--- src/source/fdc_pkg.sv ---
// shared fdc definitions; STEP_TICKS assumes a 4 MHz clk_sys, RESULT_DEPTH must be a power of two
package fdc_pkg;

	// ==================================================
	// data types
	// ==================================================
	typedef logic [7:0] byte_t;
	typedef logic [7:0] cyl_t;

	// ==================================================
	// main status register bit positions
	// ==================================================
	localparam logic [2:0] MSR_D0B = 3'd0; // drive 0 seeking
	localparam logic [2:0] MSR_D1B = 3'd1; // drive 1 seeking
	localparam logic [2:0] MSR_CB  = 3'd4; // command busy
	localparam logic [2:0] MSR_DIO = 3'd6; // data toward host
	localparam logic [2:0] MSR_RQM = 3'd7; // request for master

	// ==================================================
	// opcodes, upper three bits must be zero
	// ==================================================
	localparam byte_t OPC_SPECIFY     = 8'h03;
	localparam byte_t OPC_SENSE_DRIVE = 8'h04;
	localparam byte_t OPC_RECALIBRATE = 8'h07;
	localparam byte_t OPC_SENSE_INT   = 8'h08;
	localparam byte_t OPC_SEEK        = 8'h0F;

	// st0 bases, drive number goes into bit 0 of the seek ones
	localparam byte_t ST0_SEEK_OK   = 8'h20;
	localparam byte_t ST0_SEEK_FAIL = 8'hE8;
	localparam byte_t ST0_INVALID   = 8'h80; // also the "no interrupt" reply

	// ==================================================
	// step timing
	// ==================================================
	// clocks per step-rate unit, 1 ms at 4 MHz
	localparam logic [19:0] STEP_TICKS = 20'd4000;

	// step rate after reset
	localparam logic [3:0] SRT_RESET = 4'd4;

	// ==================================================
	// result buffer
	// ==================================================
	localparam int RESULT_DEPTH = 4;
	localparam int RESULT_PTR_W = 2; // log2 of RESULT_DEPTH

endpackage

--- src/source/fdc_command_seq.sv ---
// command FSM; seeks to a drive that is still stepping are dropped without a reply
`timescale 1ns/10ps

module fdc_command_seq (
	input  logic           clk_sys,
	input  logic           reset,
	input  logic           i_data_wr,
	input  fdc_pkg::byte_t i_data_byte,
	input  logic           i_fifo_empty,
	input  logic           i_fifo_full,
	input  logic [1:0]     i_ready,
	input  logic [1:0]     i_motor,
	input  logic [1:0]     i_available,
	input  logic [1:0]     i_wp,
	input  logic [1:0]     i_two_sided,
	input  fdc_pkg::cyl_t  i_tracks0,
	input  fdc_pkg::cyl_t  i_tracks1,
	input  logic [1:0]     i_busy,
	input  logic [1:0]     i_int_pending,
	input  logic [1:0]     i_on_target,
	input  fdc_pkg::cyl_t  i_pcn0,
	input  fdc_pkg::cyl_t  i_pcn1,
	output logic           o_idle,
	output logic           o_push,
	output fdc_pkg::byte_t o_push_byte,
	output logic [1:0]     o_seek_start,
	output logic [1:0]     o_seek_reject,
	output logic [1:0]     o_int_clear,
	output fdc_pkg::cyl_t  o_seek_target,
	output logic [3:0]     o_srt
);
	import fdc_pkg::*;

	typedef enum logic [2:0] {
		S_IDLE,
		S_SPEC_SRT,
		S_SPEC_HLT,
		S_SDS_DRV,
		S_RECAL_DRV,
		S_SEEK_DRV,
		S_SEEK_CYL,
		S_SINT_PCN
	} state_t;

	state_t state;
	logic   drv;     // drive latched for seek and sense interrupt
	logic   dsel;    // drive bit of the incoming byte
	logic   int_drv; // drive 0 is served first
	cyl_t   pcn_drv;
	cyl_t   pcn_dsel;
	cyl_t   tracks_drv;
	logic   seek_ok;
	byte_t  st0;
	byte_t  st3;

	assign dsel       = i_data_byte[0];
	assign int_drv    = ~i_int_pending[0];
	assign pcn_drv    = drv ? i_pcn1 : i_pcn0;
	assign pcn_dsel   = dsel ? i_pcn1 : i_pcn0;
	assign tracks_drv = drv ? i_tracks1 : i_tracks0;
	assign o_idle     = (state == S_IDLE);

	// target 0 always allowed, so recalibrate works without a disk
	assign seek_ok = (i_data_byte == 8'd0) ||
		(i_motor[drv] && i_ready[drv] && (i_data_byte < tracks_drv));

	assign st0 = (i_on_target[int_drv] && i_ready[int_drv]) ?
		(ST0_SEEK_OK | {7'd0, int_drv}) : (ST0_SEEK_FAIL | {7'd0, int_drv});

	assign st3 = {1'b0,
		i_ready[dsel] & i_wp[dsel],
		i_available[dsel],
		pcn_dsel == 8'd0,                  // track 0
		i_two_sided[dsel],
		i_data_byte[2] & i_two_sided[dsel], // head
		1'b0,
		dsel};

	// ==================================================
	// sequencer
	// ==================================================
	always_ff @(posedge clk_sys) begin
		if (reset) begin
			state         <= S_IDLE;
			drv           <= 1'b0;
			o_srt         <= SRT_RESET;
			o_push        <= 1'b0;
			o_push_byte   <= '0;
			o_seek_start  <= '0;
			o_seek_reject <= '0;
			o_int_clear   <= '0;
			o_seek_target <= '0;
		end else begin
			o_push        <= 1'b0; // all pulses last one cycle
			o_seek_start  <= '0;
			o_seek_reject <= '0;
			o_int_clear   <= '0;
			case (state)
				S_IDLE: begin
					if (i_data_wr && i_fifo_empty) begin
						case (i_data_byte)
							OPC_SPECIFY: begin
								o_int_clear <= 2'b11;
								state       <= S_SPEC_SRT;
							end
							OPC_SENSE_DRIVE: begin
								o_int_clear <= 2'b11;
								state       <= S_SDS_DRV;
							end
							OPC_RECALIBRATE: state <= S_RECAL_DRV;
							OPC_SEEK:        state <= S_SEEK_DRV;
							OPC_SENSE_INT: begin
								o_push <= 1'b1;
								if (|i_int_pending) begin
									o_push_byte <= st0;
									drv         <= int_drv;
									state       <= S_SINT_PCN;
								end else begin
									o_push_byte <= ST0_INVALID;
								end
							end
							default: begin // data commands land here too
								o_int_clear <= 2'b11;
								o_push      <= 1'b1;
								o_push_byte <= ST0_INVALID;
							end
						endcase
					end
				end
				S_SPEC_SRT: if (i_data_wr) begin
					o_srt <= i_data_byte[7:4]; // head unload time ignored
					state <= S_SPEC_HLT;
				end
				S_SPEC_HLT: if (i_data_wr) state <= S_IDLE;
				S_SDS_DRV: if (i_data_wr) begin
					o_push      <= 1'b1;
					o_push_byte <= st3;
					state       <= S_IDLE;
				end
				S_RECAL_DRV: if (i_data_wr) begin
					o_int_clear[dsel] <= 1'b1;
					o_seek_target     <= '0;
					if (!i_busy[dsel])
						o_seek_start[dsel] <= 1'b1;
					state <= S_IDLE;
				end
				S_SEEK_DRV: if (i_data_wr) begin
					drv               <= dsel;
					o_int_clear[dsel] <= 1'b1;
					state             <= S_SEEK_CYL;
				end
				S_SEEK_CYL: if (i_data_wr) begin
					o_seek_target <= i_data_byte;
					if (!i_busy[drv]) begin
						if (seek_ok)
							o_seek_start[drv] <= 1'b1;
						else
							o_seek_reject[drv] <= 1'b1;
					end
					state <= S_IDLE;
				end
				S_SINT_PCN: begin // second result byte, then drop the interrupt
					o_push           <= 1'b1;
					o_push_byte      <= pcn_drv;
					o_int_clear[drv] <= 1'b1;
					state            <= S_IDLE;
				end
			endcase
		end
	end

	assert property (@(posedge clk_sys) disable iff (reset) o_push |-> !i_fifo_full)
		else $error("result push into a full buffer");

endmodule

--- src/source/fdc_host_port.sv ---
// host bus side; strobes are sampled on clk_sys and must be held low for at least two cycles
`timescale 1ns/10ps

module fdc_host_port (
	input  logic           clk_sys,
	input  logic           reset,
	input  logic           i_a0,
	input  logic           i_nrd,
	input  logic           i_nwr,
	input  fdc_pkg::byte_t i_din,
	input  logic           i_fifo_empty,
	input  fdc_pkg::byte_t i_fifo_head,
	input  logic           i_idle,
	input  logic [1:0]     i_busy,
	output fdc_pkg::byte_t o_dout,
	output logic           o_data_wr,
	output fdc_pkg::byte_t o_data_byte,
	output logic           o_data_rd
);
	import fdc_pkg::*;

	logic  rd_lvl;
	logic  wr_lvl;
	logic  rd_q;
	logic  rd_q2;
	logic  wr_q;
	logic  wr_q2;
	logic  a0_q;
	byte_t din_q;
	logic  rd_edge;
	byte_t msr;

	assign rd_lvl = i_nwr & ~i_nrd;
	assign wr_lvl = ~i_nwr & i_nrd;

	always_ff @(posedge clk_sys) begin
		if (reset) begin
			rd_q  <= 1'b0;
			rd_q2 <= 1'b0;
			wr_q  <= 1'b0;
			wr_q2 <= 1'b0;
		end else begin
			rd_q  <= rd_lvl;
			rd_q2 <= rd_q;
			wr_q  <= wr_lvl;
			wr_q2 <= wr_q;
		end
	end

	// address and data sampled alongside the strobes
	always_ff @(posedge clk_sys) begin
		a0_q  <= i_a0;
		din_q <= i_din;
	end

	assign rd_edge     = rd_q & ~rd_q2;
	assign o_data_rd   = rd_edge & a0_q & ~i_fifo_empty; // pops only when a byte is there
	assign o_data_wr   = wr_q & ~wr_q2 & a0_q;
	assign o_data_byte = din_q;

	// ==================================================
	// main status register
	// ==================================================
	always_comb begin
		msr          = '0;
		msr[MSR_D0B] = i_busy[0];
		msr[MSR_D1B] = i_busy[1];
		msr[MSR_CB]  = ~i_idle | ~i_fifo_empty;
		msr[MSR_DIO] = ~i_fifo_empty;
		msr[MSR_RQM] = i_idle | ~i_fifo_empty;
	end

	// head is captured before the pop in the same cycle takes effect
	always_ff @(posedge clk_sys) begin
		if (rd_edge) begin
			if (!a0_q)
				o_dout <= msr;
			else if (i_fifo_empty)
				o_dout <= 8'hFF; // nothing to return
			else
				o_dout <= i_fifo_head;
		end
	end

	assert property (@(posedge clk_sys) disable iff (reset) !(o_data_rd && o_data_wr))
		else $error("host read and write pulse in the same cycle");

endmodule

--- src/source/fdc_result_fifo.sv ---
// first-word-fall-through result buffer; pushes when full and pops when empty are ignored
`timescale 1ns/10ps

module fdc_result_fifo (
	input  logic           clk_sys,
	input  logic           reset,
	input  logic           i_push,
	input  fdc_pkg::byte_t i_push_byte,
	input  logic           i_pop,
	output fdc_pkg::byte_t o_head,
	output logic           o_empty,
	output logic           o_full
);
	import fdc_pkg::*;

	byte_t                   mem [RESULT_DEPTH];
	logic [RESULT_PTR_W-1:0] wr_ptr;
	logic [RESULT_PTR_W-1:0] rd_ptr;
	logic [RESULT_PTR_W:0]   count;
	logic                    do_push;
	logic                    do_pop;

	assign o_empty = (count == '0);
	assign o_full  = (count == (RESULT_PTR_W + 1)'(RESULT_DEPTH));
	assign do_push = i_push & ~o_full;
	assign do_pop  = i_pop & ~o_empty;
	assign o_head  = mem[rd_ptr];

	always_ff @(posedge clk_sys) begin
		if (do_push)
			mem[wr_ptr] <= i_push_byte;
	end

	always_ff @(posedge clk_sys) begin
		if (reset) begin
			wr_ptr <= '0;
			rd_ptr <= '0;
			count  <= '0;
		end else begin
			if (do_push)
				wr_ptr <= wr_ptr + 1'b1; // wraps at the power-of-two depth
			if (do_pop)
				rd_ptr <= rd_ptr + 1'b1;
			case ({do_push, do_pop})
				2'b10:   count <= count + 1'b1;
				2'b01:   count <= count - 1'b1;
				default: count <= count;
			endcase
		end
	end

	// the consumer pops only a buffer that holds data
	assert property (@(posedge clk_sys) disable iff (reset) i_pop |-> !o_empty)
		else $error("result buffer popped while empty");

endmodule

--- src/source/fdc_step_engine.sv ---
// one drive's head stepper; srt is sampled at each step, target is taken on start or reject
`timescale 1ns/10ps

module fdc_step_engine (
	input  logic          clk_sys,
	input  logic          reset,
	input  logic          i_start,
	input  logic          i_reject,
	input  logic          i_int_clear,
	input  fdc_pkg::cyl_t i_target,
	input  logic [3:0]    i_srt,
	output logic          o_busy,
	output fdc_pkg::cyl_t o_pcn,
	output logic          o_on_target,
	output logic          o_int_pending
);
	import fdc_pkg::*;

	cyl_t        ncn;      // new cylinder
	logic [19:0] tick_cnt;
	logic [4:0]  unit_cnt;
	logic [4:0]  step_units;
	logic        waiting;  // settling after a step

	// srt 0 gives the full 16 units
	assign step_units  = 5'd16 - {1'b0, i_srt};
	assign o_on_target = (o_pcn == ncn);

	// ==================================================
	// cylinder tracking and step timer
	// ==================================================
	always_ff @(posedge clk_sys) begin
		if (reset) begin
			o_busy        <= 1'b0;
			o_pcn         <= '0;
			o_int_pending <= 1'b0;
			ncn           <= '0;
			waiting       <= 1'b0;
			tick_cnt      <= '0;
			unit_cnt      <= '0;
		end else begin
			if (i_int_clear)
				o_int_pending <= 1'b0; // a set below wins
			if (i_start) begin
				ncn     <= i_target;
				o_busy  <= 1'b1;
				waiting <= 1'b0;
			end else if (i_reject) begin
				ncn           <= i_target; // head stays put
				o_int_pending <= 1'b1;
			end else if (o_busy && waiting) begin
				if (tick_cnt != 20'd0) begin
					tick_cnt <= tick_cnt - 20'd1;
				end else if (unit_cnt != 5'd0) begin
					unit_cnt <= unit_cnt - 5'd1;
					tick_cnt <= STEP_TICKS - 20'd1;
				end else begin
					waiting <= 1'b0;
				end
			end else if (o_busy) begin
				if (o_pcn == ncn) begin
					o_busy        <= 1'b0; // arrived
					o_int_pending <= 1'b1;
				end else begin
					if (o_pcn < ncn)
						o_pcn <= o_pcn + 8'd1;
					else
						o_pcn <= o_pcn - 8'd1;
					tick_cnt <= STEP_TICKS - 20'd1;
					unit_cnt <= step_units - 5'd1;
					waiting  <= 1'b1;
				end
			end
		end
	end

	// ==================================================
	// checks
	// ==================================================
	assert property (@(posedge clk_sys) disable iff (reset)
		(o_pcn == $past(o_pcn)) || (o_pcn == $past(o_pcn) + 8'd1) ||
		(o_pcn == $past(o_pcn) - 8'd1))
		else $error("present cylinder jumped by more than one");

	// sequencer must hold back seeks to a stepping drive
	assert property (@(posedge clk_sys) disable iff (reset) !(i_start && o_busy))
		else $error("seek start while the drive is busy");

endmodule

--- src/source/fdc_top.sv ---
// fdc command core for two drives; no data commands, image readiness folded into i_ready
`timescale 1ns/10ps

module fdc_top (
	input  logic           clk_sys,
	input  logic           reset,
	input  logic           i_a0,
	input  logic           i_nrd,
	input  logic           i_nwr,
	input  fdc_pkg::byte_t i_din,
	output fdc_pkg::byte_t o_dout,
	input  logic [1:0]     i_ready,
	input  logic [1:0]     i_motor,
	input  logic [1:0]     i_available,
	input  logic [1:0]     i_wp,
	input  logic [1:0]     i_two_sided,
	input  fdc_pkg::cyl_t  i_tracks0,
	input  fdc_pkg::cyl_t  i_tracks1
);
	import fdc_pkg::*;

	logic       data_wr;
	logic       data_rd;
	byte_t      data_byte;
	logic       fifo_empty;
	logic       fifo_full;
	byte_t      fifo_head;
	logic       idle;
	logic       push;
	byte_t      push_byte;
	logic [1:0] seek_start;
	logic [1:0] seek_reject;
	logic [1:0] int_clear;
	cyl_t       seek_target;
	logic [3:0] srt;
	logic [1:0] busy;
	logic [1:0] int_pending;
	logic [1:0] on_target;
	cyl_t       pcn0;
	cyl_t       pcn1;

	// ==================================================
	// host side
	// ==================================================
	fdc_host_port u_host (
		.clk_sys(clk_sys), .reset(reset),
		.i_a0(i_a0), .i_nrd(i_nrd), .i_nwr(i_nwr), .i_din(i_din),
		.i_fifo_empty(fifo_empty), .i_fifo_head(fifo_head),
		.i_idle(idle), .i_busy(busy),
		.o_dout(o_dout), .o_data_wr(data_wr), .o_data_byte(data_byte), .o_data_rd(data_rd)
	);

	fdc_result_fifo u_fifo (
		.clk_sys(clk_sys), .reset(reset),
		.i_push(push), .i_push_byte(push_byte), .i_pop(data_rd),
		.o_head(fifo_head), .o_empty(fifo_empty), .o_full(fifo_full)
	);

	fdc_command_seq u_cmd (
		.clk_sys(clk_sys), .reset(reset),
		.i_data_wr(data_wr), .i_data_byte(data_byte),
		.i_fifo_empty(fifo_empty), .i_fifo_full(fifo_full),
		.i_ready(i_ready), .i_motor(i_motor), .i_available(i_available),
		.i_wp(i_wp), .i_two_sided(i_two_sided),
		.i_tracks0(i_tracks0), .i_tracks1(i_tracks1),
		.i_busy(busy), .i_int_pending(int_pending), .i_on_target(on_target),
		.i_pcn0(pcn0), .i_pcn1(pcn1),
		.o_idle(idle), .o_push(push), .o_push_byte(push_byte),
		.o_seek_start(seek_start), .o_seek_reject(seek_reject), .o_int_clear(int_clear),
		.o_seek_target(seek_target), .o_srt(srt)
	);

	// ==================================================
	// one step engine per drive
	// ==================================================
	fdc_step_engine u_step0 (
		.clk_sys(clk_sys), .reset(reset),
		.i_start(seek_start[0]), .i_reject(seek_reject[0]), .i_int_clear(int_clear[0]),
		.i_target(seek_target), .i_srt(srt),
		.o_busy(busy[0]), .o_pcn(pcn0), .o_on_target(on_target[0]), .o_int_pending(int_pending[0])
	);

	fdc_step_engine u_step1 (
		.clk_sys(clk_sys), .reset(reset),
		.i_start(seek_start[1]), .i_reject(seek_reject[1]), .i_int_clear(int_clear[1]),
		.i_target(seek_target), .i_srt(srt),
		.o_busy(busy[1]), .o_pcn(pcn1), .o_on_target(on_target[1]), .o_int_pending(int_pending[1])
	);

endmodule

--- config.mk ---
export PLATFORM = sky130hd
export DESIGN_NAME = fdc_top
export DESIGN_NICKNAME = d
export VERILOG_FILES = /design/src/source/fdc_pkg.sv /design/src/source/fdc_command_seq.sv /design/src/source/fdc_host_port.sv /design/src/source/fdc_result_fifo.sv /design/src/source/fdc_step_engine.sv /design/src/source/fdc_top.sv
export SDC_FILE = /design/constraint.sdc
export NUM_CORES = 1
export LEC_CHECK = 0
export CAP_MARGIN = 20
export CORE_AREA = 2 2 163 165
export DETAILED_ROUTE_END_ITERATION = 16
export DIE_AREA = 0 0 165 167
export DONT_BUFFER_PORTS = 1
export PLACE_DENSITY = 0.58
export RECOVER_POWER = 100
export REMOVE_ABC_BUFFERS = 1
export SLEW_MARGIN = 30
export SYNTH_ARGS = -nofsm -noshare
export SYNTH_HDL_FRONTEND = slang
export SYNTH_HIERARCHICAL = 1
export SYNTH_SLANG_ARGS = --single-unit
--- constraint.sdc ---
create_clock -name clk_sys -period 8.1 [get_ports clk_sys]
set_input_delay 0.81 -clock clk_sys [delete_from_list [all_inputs] [get_ports clk_sys]]
set_output_delay 0.81 -clock clk_sys [all_outputs]
set_load 0.01 [all_outputs]
==> flow_metrics.py, run 1 <==
metrics = {
    "floorplan": {
        "core_um2": 25760,
        "num_rows": 59,
        "die_h_um": 167,
        "initial_core_util_pct": 36.76,
        "die_area_um2": 27560,
        "ios": 47,
        "die_w_um": 165,
    },
    "final_layout": {
        "drive_gt1_share_pct": 5.952,
        "multi_input_area_um2": 4960,
        "antenna_cells": 0,
        "area.growth.synth_to_final_pct": 8.164,
        "fin_nets": 1085,
        "nFillCells": 2586,
        "register_area_um2": 4024,
        "postLayoutCoreUtil_pct": 39.76,
    },
    "detailed_routing": {
        "wl_per_cell_um": 16.51,
        "drtPass1Iterations": 5,
        "final_antenna_net_count": 0,
        "num_vias": 7417,
        "drc_errors": 0,
        "drt-initial-drc-count": 501,
        "wl_mm": 22.18,
        "vias_per_cell": 5.523,
    },
    "clocking": {
        "cts_sinks": 181,
        "clk_latency_ns": 0.44,
        "root_buffer": "clkbuf_16",
        "numCtsBuffers": 17,
        "holdBufCountCts": 0,
        "cts_tree": "done",
        "ctsResizeCount": 0,
        "clkTransAtPathRegs_ns": 0.07,
        "cts.path.max_buffers": 2,
        "htree_levels": 4,
        "cts_setup_buffers": 0,
    },
    "yosys": {
        "synth-main-ff-cell": "dfxtp_1",
        "synth_area_um2": 9472,
        "netlist_instances": 1017,
        "synth_edf_count": 40,
        "synth_warnings": 6,
        "async_flop_share_pct": 0,
        "ys_seq_elements": 181,
        "syn_avg_cell_area_um2": 9.313,
        "yosys.cell_types.count": 92,
        "ys_seq_area_share_pct": 42.48,
    },
    "sta": {
        "hold_viol_final": 0,
        "clock_skew_ns": 0.01002,
        "grt_setup_unrepaired": "no",
        "worst_slack_ns": 4.896,
        "fmax_ghz": 0.3121,
        "slew-limit-headroom_pct": 5.526,
        "fin_crit_sh_pct": 39.56,
        "tns_ns": 0,
        "drv_slew": 0,
        "min_period_ns": 3.204,
        "hold_ws_ns": 0.3977,
        "worst_slew_pin_slew_ns": 1.404,
        "setup_viol": 0,
    },
    "min_path": {
        "worstHoldEndpoint": "u_host/o_data_byte[1]",
        "hold_depth": 0,
        "hold_class": "in -> reg",
        "hp-start": "i_din[1]",
    },
    "placement": {
        "dpl.hpwl_mm": 15.66,
        "io_buffers": 0,
        "pre_cts_ws_ns": 4.919,
        "gp_congestion": 0.8405,
    },
    "critical_path": {
        "cpMaxStageDelayCell": "fa_1",
        "cp_cell_sequence": "ha_1 -> and3_1 -> nor2b_1 -> o31ai_1 -> nand2b_1 -> fa_1 -> a21o_1 -> a21oi_1 -> o21ai_0 -> xor2_1 -> mux2i_1 -> nor2_1",
        "worstPathRequired_ns": 8.42,
        "reg2regPathDepth": 12,
        "ff2ff_setup_slack_ns": 4.90,
        "end_kind": "register",
        "start_kind": "register",
        "crit_type": "reg -> reg",
        "worstReg2RegEnd": "u_step1/o_pcn[6]",
        "cp.arrival_ns": 3.52,
        "max_stage_delay_ns": 0.47,
        "worstReg2RegStart": "u_step1/o_pcn[1]",
        "cp_max_fo": 7,
    },
    "outcome": {
        "status": "finished, final reports clean",
    },
    "power_and_ir_drop": {
        "peakVddDrop_uv": 138.7,
        "p_leak_nw": 3.540,
        "powerDensity_nw_per_um2": 179.0,
    },
    "global_routing": {
        "track_usage_pct": 16.42,
        "antenna_found_initial": 0,
        "grt_pass1_vias": 6785,
        "grt-ovfl-total": 0,
        "grt_start_max_net_pins": 117,
        "grt_first_pass_wirelength_mm": 35.86,
    },
    "job": {
        "cap_violations": 0,
    },
}
-- state kept, by name (all words and copies together) (netlist names), 8 cells and up, named ones only --
signal               count
u_cmd/o_seek_target      8
u_fifo/mem              32
u_host/o_dout            8
u_step0/o_pcn            8
u_cmd/o_push_byte        8
u_step1/o_pcn            8
u_step0/ncn              8
u_host/o_data_byte       8
u_step1/tick_cnt        20
u_step0/tick_cnt        20
u_step1/ncn              8
-- power by group --
part | switching (mW) | internal, mW
clock | 0.375 | 0.496
combinational | 0.0193 | 0.0128
sequential | 0.00737 | 0.924
-- Yosys cell counts (4+ instances only) --
cell / count / area (µm²)
a211o_1: 6 / 52.55
a211oi_1: 9 / 67.56
a21o_1: 6 / 45.04
a21oi_1: 91 / 455.4
a31oi_1: 13 / 81.33
and2_1: 8 / 50.05
buf_2: 15 / 75.07
buf_6: 4 / 45.04
clkbuf_1: 20 / 75.07
dfxtp_1: 141 / 2823
edfxtp_1: 40 / 1201
ha_1: 48 / 600.6
inv_1: 54 / 202.7
mux2i_1: 29 / 290.3
mux4_2: 8 / 180.2
nand2_1: 83 / 311.6
nand2b_1: 7 / 43.79
nand3_1: 25 / 125.1
nand3b_1: 6 / 45.04
nand4_1: 18 / 112.6
nor2_1: 79 / 296.5
nor2b_1: 21 / 131.4
nor3_1: 24 / 120.1
nor3b_1: 6 / 45.04
nor4_1: 23 / 143.9
o211ai_1: 11 / 82.58
o21a_1: 6 / 45.04
o21ai_0: 42 / 210.2
o21ai_1: 7 / 35.03
o22a_1: 4 / 35.03
o22ai_1: 5 / 31.28
o31ai_1: 12 / 90.09
or3_1: 18 / 112.6
or4_1: 10 / 75.07
xnor2_1: 25 / 219.0
xor2_1: 6 / 52.55
-- placed cells by master (no fill, tap or decap), types with 24 or more instances in the layout --
| master | count |
|---|---|
| a21oi_1 | 91 |
| dfxtp_1 | 141 |
| edfxtp_1 | 40 |
| ha_1 | 48 |
| inv_1 | 54 |
| mux2i_1 | 29 |
| nand2_1 | 84 |
| nand3_1 | 25 |
| nor2_1 | 79 |
| nor3_1 | 24 |
| nor4_1 | 24 |
| o21ai_0 | 46 |
| xnor2_1 | 25 |
-- per-stage QoR --
stage	cell area, µm²	cells	total power [mW]
2_1_floorplan	9243	972	0.9718
4_1_cts	10310	1343	1.858
3_3_place_gp	9692	1311	0.9840
5_1_grt	10240	1343	1.898
6_report	10240	1343	1.834
3_5_place_dp	9692	1311	0.9843
-- worst max-delay path by stage --
stage,startpoint,end,slack [ns],depth (start not counted)
after floorplan,u_step1/o_pcn[1],u_step1/o_pcn[7],5.22,12
final,u_step1/o_pcn[1],u_step1/o_pcn[6],4.90,12
after detailed placement,u_step1/o_pcn[1],u_step1/o_pcn[6],4.92,12
after CTS,u_step1/o_pcn[1],u_step1/o_pcn[6],4.90,12
after global placement,u_step1/o_pcn[1],u_step1/o_pcn[7],4.97,12
after global routing,u_step0/tick_cnt[8],u_step0/tick_cnt[13],4.53,5
-- layer usage --
metal  part of all wire, %  GRT usage [%]  wire length [µm]
met4                   1.3          4.234               293
met2                    47          26.09             10330
met5                     0              0                 0
met1                    48          22.53             10720
met3                   3.8          3.661               841
-- critical path: cells and delay by family (launching register included) --
family          cells  cell delay [ns]
mux                 1             0.14
simple gates        4             0.68
xor+xnor            1             0.16
compound gates      4             0.91
fa+ha+maj           2             0.74
flops               1             0.46
-- kinds of logic (layout without fill, tap and decap cells) --
| logic type | after synthesis | in the layout | synth area share (%) |
|---|---|---|---|
| AND/OR/NAND/NOR | 361 | 361 | 20.52 |
| AO/OA/AOI/OAI | 254 | 254 | 17.36 |
| flip-flops | 181 | 181 | 42.48 |
| buffers and inverters | 100 | 91 | 4.597 |
| adder cells (fa/ha/maj) | 51 | 51 | 6.975 |
| multiplexers | 39 | 39 | 5.205 |
| XOR/XNOR | 31 | 31 | 2.867 |
-- layout make-up --
cell class              instances  area share (%)
clock buffers                  21           4.702
clock inverters                11           1.319
inverters                      55           2.015
multi-input cells             736           48.41
flip-flops and latches        181           39.28
well taps                     335           4.091
repair buffers                  4          0.1832
(Power assumes the default switching activity.)
==> run 2: changes to the inputs <==
==> constraint.sdc (replaced) <==
create_clock -name clk_sys -period 3.3 [get_ports clk_sys]
set_input_delay 0.33 -clock clk_sys [delete_from_list [all_inputs] [get_ports clk_sys]]
set_output_delay 0.33 -clock clk_sys [all_outputs]
set_load 0.01 [all_outputs]
==> run 2 against run 1 <==
Routed wire length rose by 5.3%. Sequential share of layout area fell by 0.90 points. Combinational power rose to 3.7 times the previous value. Non-clock buffer count rose by 35. Largest power group unchanged.
==> flow_metrics.py, run 2 (synthesized netlist as in run 1, its figures left out) <==
metrics = {
    "outcome": {
        "status": "finished, final reports clean",
    },
    "clocking": {
        "cts_tree": "done",
        "cts_sinks": 181,
        "numCtsBuffers": 17,
        "clk_latency_ns": 0.44,
        "root_buffer": "clkbuf_16",
        "clkTransAtPathRegs_ns": 0.07,
        "htree_levels": 4,
        "cts.path.max_buffers": 2,
    },
    "placement": {
        "io_buffers": 0,
        "pre_cts_ws_ns": 0.1002,
        "dpl_cell_area_um2": 9842,
        "gp_congestion": 0.8310,
        "dpl.hpwl_mm": 16.07,
    },
    "detailed_routing": {
        "vias_per_cell": 5.488,
        "met2_length_mm": 11.04,
        "num_vias": 7563,
        "dr.max_layer_used": "met4",
        "drt-initial-drc-count": 474,
        "wl_met3_mm": 1.063,
        "final_antenna_net_count": 0,
        "drc_errors": 0,
        "wl_per_cell_um": 16.94,
        "drtPass1Iterations": 5,
        "wl_mm": 23.34,
        "met1_length_mm": 10.94,
    },
    "sta": {
        "setup_viol": 0,
        "clock_skew_ns": 0.01334,
        "drv_slew": 0,
        "hold_viol_final": 0,
        "tns_ns": 0,
        "grt_setup_unrepaired": "no",
        "worst_slack_ns": 0.2978,
        "fmax_ghz": 0.3331,
        "slew-limit-headroom_pct": 9.687,
        "worst_slew_pin_slew_ns": 1.342,
        "min_period_ns": 3.002,
        "fin_crit_sh_pct": 90.98,
    },
    "floorplan": {
        "ios": 47,
        "die_w_um": 165,
        "die_area_um2": 27560,
        "die_h_um": 167,
        "initial_core_util_pct": 36.76,
        "core_um2": 25760,
        "num_rows": 59,
    },
    "final_layout": {
        "multi_input_area_um2": 4964,
        "final_common_cell": "dfxtp_1",
        "area.growth.synth_to_final_pct": 10.71,
        "antenna_cells": 0,
        "drive_gt1_share_pct": 7.574,
        "nFillCells": 2517,
        "largest_reg_flops": 32,
        "register_area_um2": 4024,
        "fin_nets": 1120,
        "fin_area_um2": 10490,
        "top_regs": "u_fifo/mem: 32 flops, u_step0/tick_cnt: 20 flops, u_step1/tick_cnt: 20 flops",
        "final_cell_mix": "dfxtp_1, a21oi_1, nand2_1",
        "largest-register": "u_fifo/mem",
    },
    "min_path": {
        "hp-start": "reset",
        "hold_class": "in -> reg",
    },
    "critical_path": {
        "crit_type": "reg -> reg",
        "setup.worst_path.start": "u_step1/o_pcn[3]",
        "cpMaxStageDelayCell": "fa_1",
        "cp.depth": 12,
        "start_kind": "register",
        "worstReg2RegEnd": "u_step1/o_pcn[6]",
        "cp.arrival_ns": 3.31,
        "worstPathRequired_ns": 3.61,
        "end_kind": "register",
        "worstReg2RegStart": "u_step1/o_pcn[3]",
        "cp_cell_sequence": "ha_1 -> and3_1 -> nor2b_1 -> o31ai_2 -> nand2b_2 -> fa_1 -> a21o_1 -> a21oi_1 -> o21ai_0 -> xor2_1 -> mux2i_1 -> nor2_1",
        "critPathCapture": "u_step1/o_pcn[6]",
        "reg2regPathDepth": 12,
        "critical_path_buf_inv_count": 0,
        "ff2ff_setup_slack_ns": 0.30,
        "cp_max_fo": 7,
        "cpLargestDelayFamily": "compound AO/OA/AOI/OAI gates",
        "max_stage_delay_ns": 0.43,
    },
    "global_routing": {
        "grt_start_max_net_pins": 86,
        "antenna_found_initial": 0,
        "grt-ovfl-total": 0,
        "track_usage_pct": 17.24,
        "grt_first_pass_wirelength_mm": 37.28,
        "grt_pass1_vias": 7048,
    },
    "power_and_ir_drop": {
        "peakVddDrop_uv": 288.7,
        "p_leak_nw": 3.670,
        "powerDensity_nw_per_um2": 415.0,
    },
    "job": {
        "cap_violations": 0,
    },
}
==> run 2: changes by cell type in the layout (fill, tap and decap cells not counted), moves of 2 or more <==
| cell | delta |
|---|---|
| clkbuf_1 | +5 |
| clkinv_2 | +2 |
| nand2b_2 | +3 |
| nand2b_1 | -3 |
| bufinv_16 | -2 |
| buf_4 | +15 |
| dlygate4sd3_1 | +13 |
==> run 2: worst min path at each step <==
| stage | end | slack [ns] | cells after the start |
|---|---|---|---|
| floorplan | u_host/a0_q | 0.36 | 0 |
| global placement | u_host/o_data_byte[1] | 0.36 | 0 |
| detailed placement | u_host/o_data_byte[1] | 0.36 | 0 |
| CTS | u_cmd/state[0] | 0.007 | 1 |
| global route | u_cmd/state[0] | 0.009 | 1 |
| finish | u_cmd/state[0] | 0.03 | 1 |
==> run 2: repair_timing <==
action,4_1_cts,5_1_grt
endpoints found under the setup margin,0,4
buffers inserted,0,1
gates resized for setup,0,3
hold buffers,14,0
endpoints found under the hold margin,96,0
==> run 2: cell type report <==
| class | count | share of cell area (%) |
|---|---|---|
| Clock inverter | 12 | 0.8830 |
| Clock buffer | 20 | 4.462 |
| Tap cell | 335 | 3.997 |
| Sequential cell | 181 | 38.37 |
| Inverter | 55 | 1.969 |
| Timing Repair Buffer | 39 | 2.983 |
| Multi-Input combinational cell | 736 | 47.33 |
==> run 2: metal layers <==
| layer | GRT usage, % | up-vias |
|---|---|---|
| met3 | 3.537 | 25 |
| met4 | 5.217 | 0 |
| met2 | 28.17 | 191 |
| li1 | - | 3774 |
| met5 | 0 | - |
| met1 | 22.83 | 3573 |
==> run 2: per-stage QoR <==
stage / hold slack [ns] / std cells / util (%) / total power, mW
CTS: 0.007458 / 1377 / 40.99 / 4.403
finish: 0.03012 / 1378 / 40.70 / 4.352
detailed placement: 0.3578 / 1331 / 38.20 / 2.419
global placement: 0.3578 / 1331 / 38.20 / 2.417
global route: 0.009447 / 1378 / 40.70 / 4.514
floorplan: 0.3577 / 972 / - / 2.385
==> run 2: worst reg2reg max path, delay by kind of cell, from the launching register on <==
family | cells | cell delay (ns)
AO/OA/AOI/OAI | 4 | 0.88
adder cells (fa/ha/maj) | 2 | 0.70
AND/OR/NAND/NOR | 4 | 0.61
flip-flops | 1 | 0.41
XOR/XNOR | 1 | 0.15
multiplexers | 1 | 0.13
==> run 2: where the power goes <==
part,leakage (nW),switching [mW],internal [mW],total [mW]
registers,1.50,0.0196,2.27,2.29
logic,1.90,0.0717,0.0454,0.117
clock network,0.277,0.908,1.04,1.95
total,3.67,0.999,3.35,4.35
